File: src/hsid_params.svh
`ifndef HSID_PARAMS_SVH
`define HSID_PARAMS_SVH

`define HSID_SAMPLE_W    16      // Unsigned spectral sample
`define HSID_MSE_W       32      // Finished MSE value
`define HSID_BANDS       16      // Bands per spectrum
`define HSID_BANDS_LOG2  4       // Mean shift
`define HSID_LIB_SIZE    16      // Reference spectra in library
`define HSID_REF_W       4       // Reference index
`define HSID_BAND_W      4       // Band index
`define HSID_ACC_W       36      // Sum of 16 squares of 16-bit values
`define HSID_ADDR_W      12      // AXI4-Lite byte address
`define HSID_DATA_W      32      // AXI4-Lite data bus

`define HSID_REG_CTRL      12'h000  // bit0 start, bit1 clear
`define HSID_REG_STATUS    12'h004  // bit0 busy, bit1 done
`define HSID_REG_NUM_REFS  12'h008
`define HSID_REG_MIN_VALUE 12'h010
`define HSID_REG_MIN_REF   12'h014
`define HSID_REG_MAX_VALUE 12'h018
`define HSID_REG_MAX_REF   12'h01C
`define HSID_REG_MIN_UPD   12'h020
`define HSID_REG_MAX_UPD   12'h024
`define HSID_REG_PIXEL     12'h040  // One word per band
`define HSID_REG_LIB       12'h400  // Word index is ref*16+band

`endif

File: src/hsid_pkg.sv
`include "hsid_params.svh"

package hsid_pkg;

  typedef enum logic [1:0] {
    IDLE,   // Waiting for start
    SCAN,   // Issuing bands
    DRAIN   // Waiting for last result
  } hsid_ctrl_state_e;

  typedef struct packed {
    logic                    valid;
    logic [`HSID_REF_W-1:0]  ref_idx;   // Reference being streamed
    logic [`HSID_BAND_W-1:0] band;
    logic                    first;     // Band 0 of a reference
    logic                    last;      // Final band of final reference
  } hsid_band_t;

  typedef struct packed {
    logic                    valid;
    logic [`HSID_MSE_W-1:0]  value;
    logic [`HSID_REF_W-1:0]  ref_idx;
    logic                    last;
  } hsid_mse_t;

  typedef struct packed {
    logic                    valid;
    logic                    last;
    logic [`HSID_MSE_W-1:0]  min_value;
    logic [`HSID_REF_W-1:0]  min_ref;
    logic                    min_changed;
    logic [`HSID_MSE_W-1:0]  max_value;
    logic [`HSID_REF_W-1:0]  max_ref;
    logic                    max_changed;
  } hsid_extreme_t;

  typedef struct packed {
    logic                                 en;
    logic [`HSID_REF_W+`HSID_BAND_W-1:0]  addr;  // ref*16+band
    logic [`HSID_SAMPLE_W-1:0]            data;
  } hsid_lib_wr_t;

endpackage

File: src/hsid_mse_unit.sv
`timescale 1ns/1ps
`include "hsid_params.svh"

module hsid_mse_unit (
  input  logic                                  clk,
  input  logic                                  rst_n,
  input  hsid_pkg::hsid_band_t                  band,
  input  logic [`HSID_SAMPLE_W-1:0]             lib_sample,  // RAM data, one cycle after band
  input  logic [`HSID_BANDS*`HSID_SAMPLE_W-1:0] pixel,
  output hsid_pkg::hsid_mse_t                   mse
);

  hsid_pkg::hsid_band_t          band_d;    // Aligned with lib_sample
  hsid_pkg::hsid_band_t          band_sq;   // Aligned with sq_q
  logic [`HSID_SAMPLE_W-1:0]     pix_sample;
  logic [`HSID_SAMPLE_W-1:0]     diff;
  logic [2*`HSID_SAMPLE_W-1:0]   sq_q;
  logic [`HSID_ACC_W-1:0]        acc_q;
  logic [`HSID_ACC_W-1:0]        acc_sum;

  // Stage 1 compare
  always_comb begin
    pix_sample = pixel[band_d.band*`HSID_SAMPLE_W +: `HSID_SAMPLE_W];
    if (pix_sample >= lib_sample) diff = pix_sample - lib_sample;
    else diff = lib_sample - pix_sample;                 // Absolute difference
  end

  // Stage 3 sum including current square
  always_comb begin
    if (band_sq.first) begin
      acc_sum = {{(`HSID_ACC_W-2*`HSID_SAMPLE_W){1'b0}}, sq_q};  // New reference
    end else begin
      acc_sum = acc_q + sq_q;
    end
  end

  // Control path
  always_ff @(posedge clk or negedge rst_n) begin
    if (!rst_n) begin
      band_d  <= '0;
      band_sq <= '0;
      mse     <= '0;
    end else begin
      band_d        <= band;
      band_sq       <= band_d;
      mse.valid     <= band_sq.valid && (band_sq.band == `HSID_BANDS - 1);
      mse.value     <= acc_sum[`HSID_ACC_W-1:`HSID_BANDS_LOG2];   // Divide by band count
      mse.ref_idx   <= band_sq.ref_idx;
      mse.last      <= band_sq.valid && band_sq.last;
    end
  end

  // Data path
  always_ff @(posedge clk) begin
    sq_q <= diff * diff;
    if (band_sq.valid) acc_q <= acc_sum;
  end

endmodule

File: config.mk
export PLATFORM = sky130hd
export DESIGN_NAME = hsid_mse_unit
export DESIGN_NICKNAME = d
export VERILOG_FILES = /design/src/hsid_pkg.sv /design/src/hsid_mse_unit.sv
export VERILOG_INCLUDE_DIRS = /design/src /design/src/src
export SDC_FILE = /design/constraint.sdc
export NUM_CORES = 1
export LEC_CHECK = 0
export BUFFER_PORTS_ARGS = -buffer_cell sky130_fd_sc_hd__buf_4
export CAP_MARGIN = 5
export CORE_UTILIZATION = 40
export DETAILED_ROUTE_END_ITERATION = 16
export HOLD_SLACK_MARGIN = 0.05
export PLACE_DENSITY = 0.64
export SYNTH_ARGS = -nofsm -noshare
export SYNTH_HDL_FRONTEND = slang
export SYNTH_SLANG_ARGS = --single-unit
File: constraint.sdc
create_clock -name clk -period 13.84 [get_ports clk]
set_clock_uncertainty 0.05 [all_clocks]
set_input_delay 0.692 -clock clk [delete_from_list [all_inputs] [get_ports clk]]
set_output_delay 0.692 -clock clk [all_outputs]
set_load 0.005 [all_outputs]
==> Word level (Yosys, flattened, before mapping) <==
Cells that the tools add are included.
{ "word_totals": {"elab_cells": 27, "regBits": 128, "input_bits": 285, "output_inout_bits": 38} }
{ "op_classes": {"multipliers": 1, "muxes": 2, "n_eq_ne": 1, "n_addsub": 3, "shifts": 1, "n_reduce_logical": 2, "n_lt_le_gt_ge": 1} }
{ "op_table": {"columns": ["cell", "n"], "rows": [
  ["256-bit by 9-bit variable part select with 16-bit output", 1],
  ["36-bit by 32-bit adder with 36-bit output", 1],
  ["36-bit 2-to-1 mux", 1],
  ["16-bit by 16-bit multiplier with 32-bit output", 1],
  ["16-bit subtractor", 2],
  ["16-bit greater-or-equal comparator", 1],
  ["16-bit 2-to-1 mux", 1],
  ["4-bit == test, second input constant", 1],
  ["1-bit logical AND", 2]
]} }

==> Longest topological paths before layout <==
Gate-level depths: netlist of the first run.
{ "depth": {"ltp_word": 4, "mapped_depth": 43, "mapped_depth_nobuf": 39} }

==> Worst setup path before layout of the first run <==
No wires, ideal clock.
{ "synth_timing": {"path_kind": "flip-flop to flip-flop", "startpoint": "register band_d[2] (netlist name)", "endpoint": "register sq_q[31]", "stages_incl_launch_ff": 40, "slack_ps": 3419, "t_arrival_ps": 10250, "t_required_ps": 13670, "setup_ps": 120, "n_path_buf": 4, "period_less_slack_ps": 10421, "cell_sequence": "dfrtp_1 -> clkbuf_1 -> buf_1 -> mux4_2 -> mux4_2 -> inv_1 -> ha_1 -> fa_1 -> inv_1 -> a21o_1 -> a211o_1 -> a2111oi_4 -> a2bb2oi_2 -> and2_4 -> buf_12 -> mux2_2 -> xnor2_1 -> inv_2 -> [... 4 more ...] -> inv_1 -> fa_1 -> fa_1 -> fa_1 -> inv_1 -> fa_1 -> inv_1 -> ha_1 -> a21oi_1 -> nor2b_1 -> o21a_1 -> o41ai_1 -> a311oi_1 -> a41o_1 -> nor3_1 -> o31ai_1 -> a21oi_1 -> xnor2_1"} }
{ "synth_between": {"elab_chain_cells": 4, "elab_cells_between_ends": 6, "classes_between": "add/sub: 2; mul: 1; order compare: 1; shift: 1; mux: 1"} }
{ "synth_rtl": {"columns": ["item", "line_no", "source"], "rows": [
  ["start: declaration", "hsid_mse_unit.sv:13", "hsid_pkg::hsid_band_t band_d;"],
  ["start signal: assignment", "hsid_mse_unit.sv:44", "band_d <= band;"],
  ["256-bit by 9-bit variable part select with 16-bit output *", "hsid_mse_unit.sv:23", "pix_sample = pixel[band_d.band*`HSID_SAMPLE_W +: `HSID_SAMPLE_W];"],
  ["16-bit subtractor, or another cell as far along", "hsid_mse_unit.sv:25", "else diff = lib_sample - pix_sample;"],
  ["16-bit 2-to-1 mux *", "hsid_mse_unit.sv:24", "if (pix_sample >= lib_sample) diff = pix_sample - lib_sample;"],
  ["16-bit by 16-bit multiplier with 32-bit output *", "hsid_mse_unit.sv:55", "sq_q <= diff * diff;"],
  ["end signal: assignment", "hsid_mse_unit.sv:55", null],
  ["end: declaration", "hsid_mse_unit.sv:17", "logic [2*`HSID_SAMPLE_W-1:0] sq_q;"]
]} }
Mark *: on every way between the ends. The rest lies on a longest branch, timed or not.
A chain may end at the register's enable or synchronous reset.

==> Worst setup path after layout of the first run <==
{ "layout_timing": {"startpoint": "register band_d[3] (netlist name)", "endpoint": "register sq_q[31]"} }
The elaborated chain is that of the path after synthesis.

==> impl_results.md, run 1 <==
- Outcome: finished, final reports clean
- Crit path buf inv count: 9
- Final WL: 45,700 µm
- Clock Tree Buf Depth: 2
- RSZ-0062 raised after global routing: false
- Post-route cell area: 19,000 µm²
- Starting DRT DRC Count: 614
- Routed wire per std cell: 19.4 µm
- I/O Buffers: 322
- Kind of end point of the critical path: flip-flop
- Worst path max stage delay: 0.95 ns
- Final slew viol count: 0
- Cts hold-fix bufs: 0
- Placed cell area: 18,400 µm²
- Post-Syn Area: 15,500 µm²
- Post-synth EDFFs: 36
- Critical Path RT: 14.13 ns
- DRC violations left: 0
- Cell variety after synth: 75
- Cell at the root of the clock tree: clkbuf_16
- Setup bufs post-CTS: 0
- Hold crit path type: in2async
- Global-route wire length before repair: 72,200 µm
- PnR worst setup slack: 2.07 ns
- Die W: 199 µm
- Min Tclk post-route: 11.77 ns
- Ys async rst share: 0.472
- Final setup fails: 0
- Vias in the first global route: 13,000
- Clk sink count: 127
- Hpwl dp: 39,000 µm
- Total GRT Usage: 0.244
- CTS tree: built
- Area leader, netlist: fa_1
- Reg clk slew, reported paths: 0.07 ns
- Final hold vios: 0
- Avg Cell Area, Syn: 10.2 µm²
- Largest cells by area after synthesis: fa_1, ha_1, mux4_2
- Dpl ws: 2.14 ns
- IO Pins: 323
- Slew of the pin with the lowest slew margin: 1.22 ns
- Nets: 2,435
- Part of the cycle the worst path needs: 0.851
- Crit path kind: reg2reg
- Max Fanout on Critical Path: 42
- CP Data Arrival Time: 12.07 ns
- Die Ht: 199 µm
- Max stage delay cell, worst path: dfrtp_2
- GPL Wtd Cong: 0.942
- Startpoint class of the critical path: flip-flop
- Largest net degree at the start of global routing: 64
- H-tree depth: 4
- FMAX: 84.9 MHz
- Post-Synthesis Cells: 1,527
- Most used DFF post-synth: dfrtp_1
- # resized after CTS: 0
- Antenna Violating Nets Remaining: 0
- Yosys reg bits: 127
- Initial DRT Pass Iterations: 5
- Setup TNS: 0 ns
- Initial antenna violation count: 6
- Overflow after GRT: 0
- Initial Util: 0.409
- Max-cap viol count: 0
- Cell class contributing the biggest share of worst-path delay: adder cells
- Placed cell count: 2,319
- Total number of yosys warnings: 0
- Placement Rows: 71
- Via count of the routed design: 12,100
- Worst reg2reg setup slack: 2.07 ns
- Top-area cell type share of the netlist area: 0.213
- Worst slew margin: 0.186
- DIE AREA: 39,600 µm²
- Syn nets: 2,135
- Final Instance Count excl. Fillers: 2,356
- Clk_lat worst skew: 0.45 ns
- P&R area growth vs syn: 22.5%
- Fraction of layout cells with a size suffix above 1: 0.260
- Register area share after synthesis: 0.206
- Drt via density: 5.14
- Core area: 37,900 µm²
- CTS buffer count: 17
-- path summary, 6_finish.rpt --
kind                           start         end  depth (start not counted)
min                            rst_n      mse[9]                          1
min reg2reg                band_d[6]  band_sq[6]                          0
max reg2reg                band_d[3]    sq_q[31]                         38
min in group clk             band[4]   band_d[4]                          1
max in group asynchronous      rst_n   band_d[2]                          1
max                        band_d[3]    sq_q[31]                         38
-- placed cells by master (no fill, tap or decap), types with 11 or more instances in the layout --
cell type  instances
inv_1            271
fa_1             165
nand2_1          131
ha_1             158
a21o_1            43
nand3_1           13
xor2_1            32
edfxtp_1          36
xnor2_1           42
dfxtp_1           31
buf_4            329
a21oi_1           59
a31oi_1           11
clkbuf_16         17
nor3_1            14
o21bai_1          11
nor2_1           113
o21ai_0           67
mux4_2            80
dfrtp_1           58
-- per-stage QoR --
| step | hold WS [ns] | util |
|---|---|---|
| CTS | 0.280 | 0.501 |
| global placement | 0.283 | 0.485 |
| floorplan | 0.281 | - |
| global route | 0.280 | 0.501 |
| detailed placement | 0.286 | 0.485 |
| finish | 0.276 | 0.501 |
-- cells in the mapped netlist (8+ instances only) --
| cell type | number |
|---|---|
| nand2_1 | 131 |
| o21ai_0 | 67 |
| edfxtp_1 | 36 |
| clkbuf_1 | 24 |
| ha_1 | 158 |
| a21oi_1 | 59 |
| inv_1 | 271 |
| xor2_1 | 32 |
| nor2b_1 | 8 |
| buf_1 | 8 |
| a21o_1 | 43 |
| nor2_1 | 113 |
| o21bai_1 | 11 |
| o21a_1 | 9 |
| dfrtp_1 | 60 |
| inv_2 | 9 |
| fa_1 | 165 |
| xnor2_1 | 42 |
| dfxtp_1 | 31 |
| a31oi_1 | 11 |
| mux4_2 | 80 |
| nand3_1 | 13 |
| buf_2 | 11 |
| nor3_1 | 14 |
-- per-layer routing --
layer | vias to the layer above | track usage | part of all wire
met4 | 0 | 0.107 | 0.040
met2 | 395 | 0.436 | 0.51
met1 | 5920 | 0.287 | 0.40
met5 | - | 0 | 0
met3 | 58 | 0.0381 | 0.043
li1 | 5744 | - | -
-- flip-flops by register name, summed over array words and instances (netlist names) --
register / flops
mse: 38
acc_q: 36
sq_q: 31
band_d: 11
band_sq: 11
-- layout make-up --
class / instances / area [µm²]
Timing Repair Buffer: 329 / 2470
Clock inverter: 15 / 165
Inverter: 280 / 1050
Clock buffer: 17 / 425
Sequential cell: 127 / 3210
Antenna cell: 5 / 12.5
Fill cell: 3473 / 18900
Multi-Input combinational cell: 1072 / 11000
Tap cell: 511 / 639
-- cells by family after synthesis --
kind of cell    count (synthesis)  share of synthesized area
fa+ha+maj                     323                      0.340
compound gates                257                      0.107
buf+inv                       328                     0.0827
flops                         127                      0.206
xor+xnor                       80                     0.0495
mux                            93                      0.125
simple gates                  319                     0.0884
Power of run 1 is left out: the tool's default activity adds up to more than one toggle a clock period on the data nets, which glitch-free logic cannot reach.
==> run 2: changes to the inputs <==
- clock period: 13.84 -> 12.6 ns (I/O delays scaled with it)
==> impl_results.md, run 2 (synthesized netlist as in run 1, its figures left out) <==
- Outcome: finished, final reports clean
- Setup TNS: 0 ns
- Commonest non-fill, non-tap cell in the layout: buf_4
- Die Ht: 199 µm
- Worst slew margin: 0.418
- Total GRT Usage: 0.249
- GPL Wtd Cong: 0.978
- CTS buffer count: 17
- Global-route wire length before repair: 72,900 µm
- Drt via density: 5.18
- Placed cell count: 2,324
- Hpwl dp: 40,300 µm
- Max Fanout on Critical Path: 34
- Max-cap viol count: 0
- Worst r2r src: band_d[2]
- Nets: 2,440
- Cts hold-fix bufs: 0
- Final Core Density: 0.503
- Kind of end point of the critical path: flip-flop
- Antenna Violating Nets Remaining: 0
- Largest net degree at the start of global routing: 64
- DRC violations left: 0
- CTS tree: built
- R2R Path End: sq_q[31]
- Routed wire per std cell: 20.0 µm
- Core area: 37,900 µm²
- P&R area growth vs syn: 22.8%
- Slew of the pin with the lowest slew margin: 0.873 ns
- H-tree depth: 4
- Hold crit path type: in2async
- Final slew viol count: 0
- Initial Util: 0.409
- Reg2reg path depth: 35
- Overflow after GRT: 0
- Critical Path RT: 12.86 ns
- FMAX: 89.6 MHz
- Fraction of layout cells with a size suffix above 1: 0.262
- Final setup fails: 0
- Critical Path Most Common Cell: fa_1
- Cell at the root of the clock tree: clkbuf_16
- Clock Tree Buf Depth: 2
- Reg clk slew, reported paths: 0.07 ns
- Largest registers: mse: 38 flops, acc_q: 36 flops, sq_q: 31 flops
- Vias in the first global route: 13,000
- Max stage delay cell, worst path: dfrtp_4
- DIE AREA: 39,600 µm²
- RSZ-0062 raised after global routing: false
- Final Instance Count excl. Fillers: 2,356
- Part of the cycle the worst path needs: 0.886
- # resized after CTS: 0
- Setup bufs post-CTS: 0
- Die W: 199 µm
- Initial DRT Pass Iterations: 5
- Worst reg2reg setup slack: 1.43 ns
- Starting DRT DRC Count: 658
- Crit path kind: reg2reg
- Final hold vios: 0
- Worst path max stage delay: 0.86 ns
- Startpoint class of the critical path: flip-flop
- Antenna diodes: 0
- Most flop-heavy register: mse
- Number of flip-flops under the largest register name: 38
- Clk_lat worst skew: 0.45 ns
- Commonest cells after routing, fill and taps aside: buf_4, inv_1, fa_1
- Placement Rows: 71
- Min Tclk post-route: 11.17 ns
- I/O Buffers: 322
- Via count of the routed design: 12,200
- CP Data Arrival Time: 11.43 ns
- IO Pins: 323
- Initial antenna violation count: 0
- Final WL: 47,000 µm
- Clk sink count: 127
-- run 2: cell types whose count changed in the layout (fill, tap and decap cells not counted), sizes merged --
cell and change:
inv -2, diode -5, clkinv +2, buf +5
-- run 2: per-layer routing --
layer | part of all wire | global-route usage
met5 | 0 | 0
met4 | 0.053 | 0.132
met3 | 0.059 | 0.0454
met2 | 0.49 | 0.434
met1 | 0.39 | 0.291
-- run 2: final cells by class --
cell class	instances	area [µm²]
inverters	280	1050
clock buffers	17	425
repair buffers	334	2520
fillers	3489	18900
well taps	511	639
multi-input cells	1072	11000
clock inverters	15	186
flip-flops and latches	127	3210
-- run 2: critical path, delay by kind of cell (launching register included) --
kind | cells | cell delay (ns)
adder cells (fa/ha/maj) | 8 | 3.70
AO/OA/AOI/OAI | 8 | 2.06
multiplexers | 3 | 1.42
AND/OR/NAND/NOR | 7 | 1.37
buffers and inverters | 7 | 0.87
flip-flops | 1 | 0.86
XOR/XNOR | 2 | 0.67
-- run 2: worst max path at each step --
stage	from	to	slack [ns]	cells past startpoint
floorplan	band_d[2]	sq_q[31]	2.18	39
global placement	band_d[2]	sq_q[31]	1.72	35
detailed placement	band_d[2]	sq_q[31]	1.44	35
CTS	band_d[2]	sq_q[31]	1.39	35
global route	band_d[2]	sq_q[31]	0.65	36
finish	band_d[2]	sq_q[31]	1.43	35
-- run 2: through the flow --
step	hold WS [ns]	cell area (µm²)	setup slack [ns]
detailed placement	0.286	18500	1.44
global placement	0.284	18500	1.72
global route	0.229	19100	0.651
finish	0.215	19100	1.43
floorplan	0.281	15500	2.18
CTS	0.211	19100	1.39
Power of run 2 is left out for the same reason.
==> run 3: changes to the inputs <==
- ABC_AREA: not set -> 1
- CORE_MARGIN: not set -> 1
==> impl_results.md, run 3 <==
- Largest registers: mse: 38 flops, acc_q: 36 flops, sq_q: 31 flops
- Max-cap viol count: 0
- Clk_lat worst skew: 0.43 ns
- GPL Wtd Cong: 1.03
- Reg clk slew, reported paths: 0.06 ns
- FILL cells: 4,353
- CTS buffer count: 17
- Hpwl dp: 49,300 µm
- Starting DRT DRC Count: 1,068
- Largest net degree at the start of global routing: 100
- Area leader, netlist: fa_1
- Routed wire per std cell: 17.6 µm
- DRC violations left: 0
- Post-Synthesis Cells: 2,398
- CTS tree: built
- Initial antenna violation count: 1
- Vias in the first global route: 17,400
- Via count of the routed design: 16,700
- Final setup fails: 0
- I/O Buffers: 322
- Register area share after synthesis: 0.180
- DIE AREA: 45,300 µm²
- Post-synth EDFFs: 36
- Hold crit path type: in2async
- Min Tclk post-route: 9.70 ns
- Initial Util: 0.409
- Most flop-heavy register: mse
- Top post-synthesis cells by count: nand2_1, inv_1, nor2_1
- Register area: 3210 µm²
- Die W: 213 µm
- Crit path kind: reg2reg
- # resized after CTS: 0
- Area taken by multi-input logic gates: 12,400 µm²
- Global-route wire length before repair: 92,500 µm
- Startpoint class of the critical path: flip-flop
- Clock Tree Buf Depth: 2
- Max stage delay cell, worst path: dfrtp_4
- Fraction of layout cells with a size suffix above 1: 0.160
- Antenna Violating Nets Remaining: 0
- Cell at the root of the clock tree: clkbuf_16
- Commonest non-fill, non-tap cell in the layout: nand2_1
- Worst path max stage delay: 0.94 ns
- Clk sink count: 127
- Critical Path Most Common Cell: inv_1
- PnR worst setup slack: 2.90 ns
- Post-Syn Area: 17,800 µm²
- Yosys reg bits: 127
- Cell variety after synth: 46
- Largest cells by area after synthesis: fa_1, ha_1, nand2_1
- Critical Path RT: 12.91 ns
- Final WL: 57,800 µm
- Drt via density: 5.10
- IO Pins: 323
- Final hold vios: 0
- Total GRT Usage: 0.266
- Kind of end point of the critical path: flip-flop
- Final Core Density: 0.490
- P&R area growth vs syn: 19.8%
- Number of flip-flops under the largest register name: 38
- Die Ht: 213 µm
- Setup bufs post-CTS: 0
- Dpl ws: 2.97 ns
- Final Instance Count excl. Fillers: 3,279
- Syn nets: 3,006
- Placement Rows: 76
- Slew of the pin with the lowest slew margin: 1.15 ns
- Antenna diodes: 0
- Avg Cell Area, Syn: 7.41 µm²
- Overflow after GRT: 0
- Most used DFF post-synth: dfrtp_1
- Nets: 3,289
- Initial DRT Pass Iterations: 6
- Ys async rst share: 0.472
- Total number of yosys warnings: 0
- Placed cell count: 3,247
- Top-area cell type share of the netlist area: 0.186
- Final slew viol count: 0
- FMAX: 103 MHz
- Part of the cycle the worst path needs: 0.770
- H-tree depth: 4
- Setup TNS: 0 ns
- Commonest cells after routing, fill and taps aside: nand2_1, inv_1, buf_4
- Most numerous cell in the Yosys netlist: nand2_1
- Worst slew margin: 0.230
- Max Fanout on Critical Path: 99
- Cts hold-fix bufs: 0
- Core area: 43,500 µm²
- Outcome: finished, final reports clean
- CP Data Arrival Time: 10.01 ns
- RSZ-0062 raised after global routing: false
-- run 3: cell types whose count changed after synthesis, sizes merged, moves of 36 or more --
| cell | change |
|---|---|
| mux2i | +58 |
| nand2 | +410 |
| inv | +200 |
| a21oi | +100 |
| o211ai | +60 |
| nor2 | +75 |
| mux4 | -80 |
| nand3 | +102 |
| o21ai | +58 |
| a21o | -36 |
-- run 3: stage by stage --
stage	cell area, µm²	hold WS [ns]
floorplan	17800	0.281
CTS	21300	0.231
detailed placement	20700	0.285
global route	21300	0.237
finish	21300	0.211
global placement	20700	0.281
-- run 3: logic make-up (layout without fill, tap and decap cells) --
family	after synthesis	after routing	share of synthesized area
xor+xnor	53	53	0.0261
simple gates	896	896	0.215
mux	64	64	0.0361
flops	127	127	0.180
fa+ha+maj	323	323	0.297
compound gates	390	390	0.126
buf+inv	545	841	0.120
-- run 3: per-layer routing --
| layer | track usage | part of all wire | vias up |
|---|---|---|---|
| met1 | 0.345 | 0.44 | 7977 |
| met5 | 0 | 0.00021 | - |
| met2 | 0.458 | 0.48 | 498 |
| li1 | - | - | 8153 |
| met4 | 0.0834 | 0.026 | 2 |
| met3 | 0.0327 | 0.059 | 99 |
-- run 3: worst max-delay path: cells and delay by family, from the launching register on --
kind,cells,cell delay [ns]
fa+ha+maj,8,3.73
simple gates,11,1.73
compound gates,6,1.66
buf+inv,9,1.22
flops,1,0.94
xor+xnor,1,0.15
-- run 3: worst paths after layout --
path | startpoint | slack (ns) | cells after the start | to
worst min-delay path | rst_n | 0.21 | 1 | band_sq[10]
worst min register to register | band_d[0] | 0.29 | 0 | band_sq[0]
max in group asynchronous | rst_n | 11.71 | 1 | band_d[2]
worst max-delay path | band_d[2] | 2.90 | 35 | sq_q[28]
min in group clk | band[6] | 0.26 | 1 | band_d[6]
worst max register to register | band_d[2] | 2.90 | 35 | sq_q[28]
-- run 3: final cells by class --
cell class | count | share of cell area
clock buffer | 22 | 0.0233
sequential | 127 | 0.151
multi-input combinational | 1726 | 0.584
timing repair buffer | 329 | 0.117
inverter | 480 | 0.0848
tap | 585 | 0.0344
clock inverter | 10 | 0.00588
Power of run 3 is left out for the same reason.
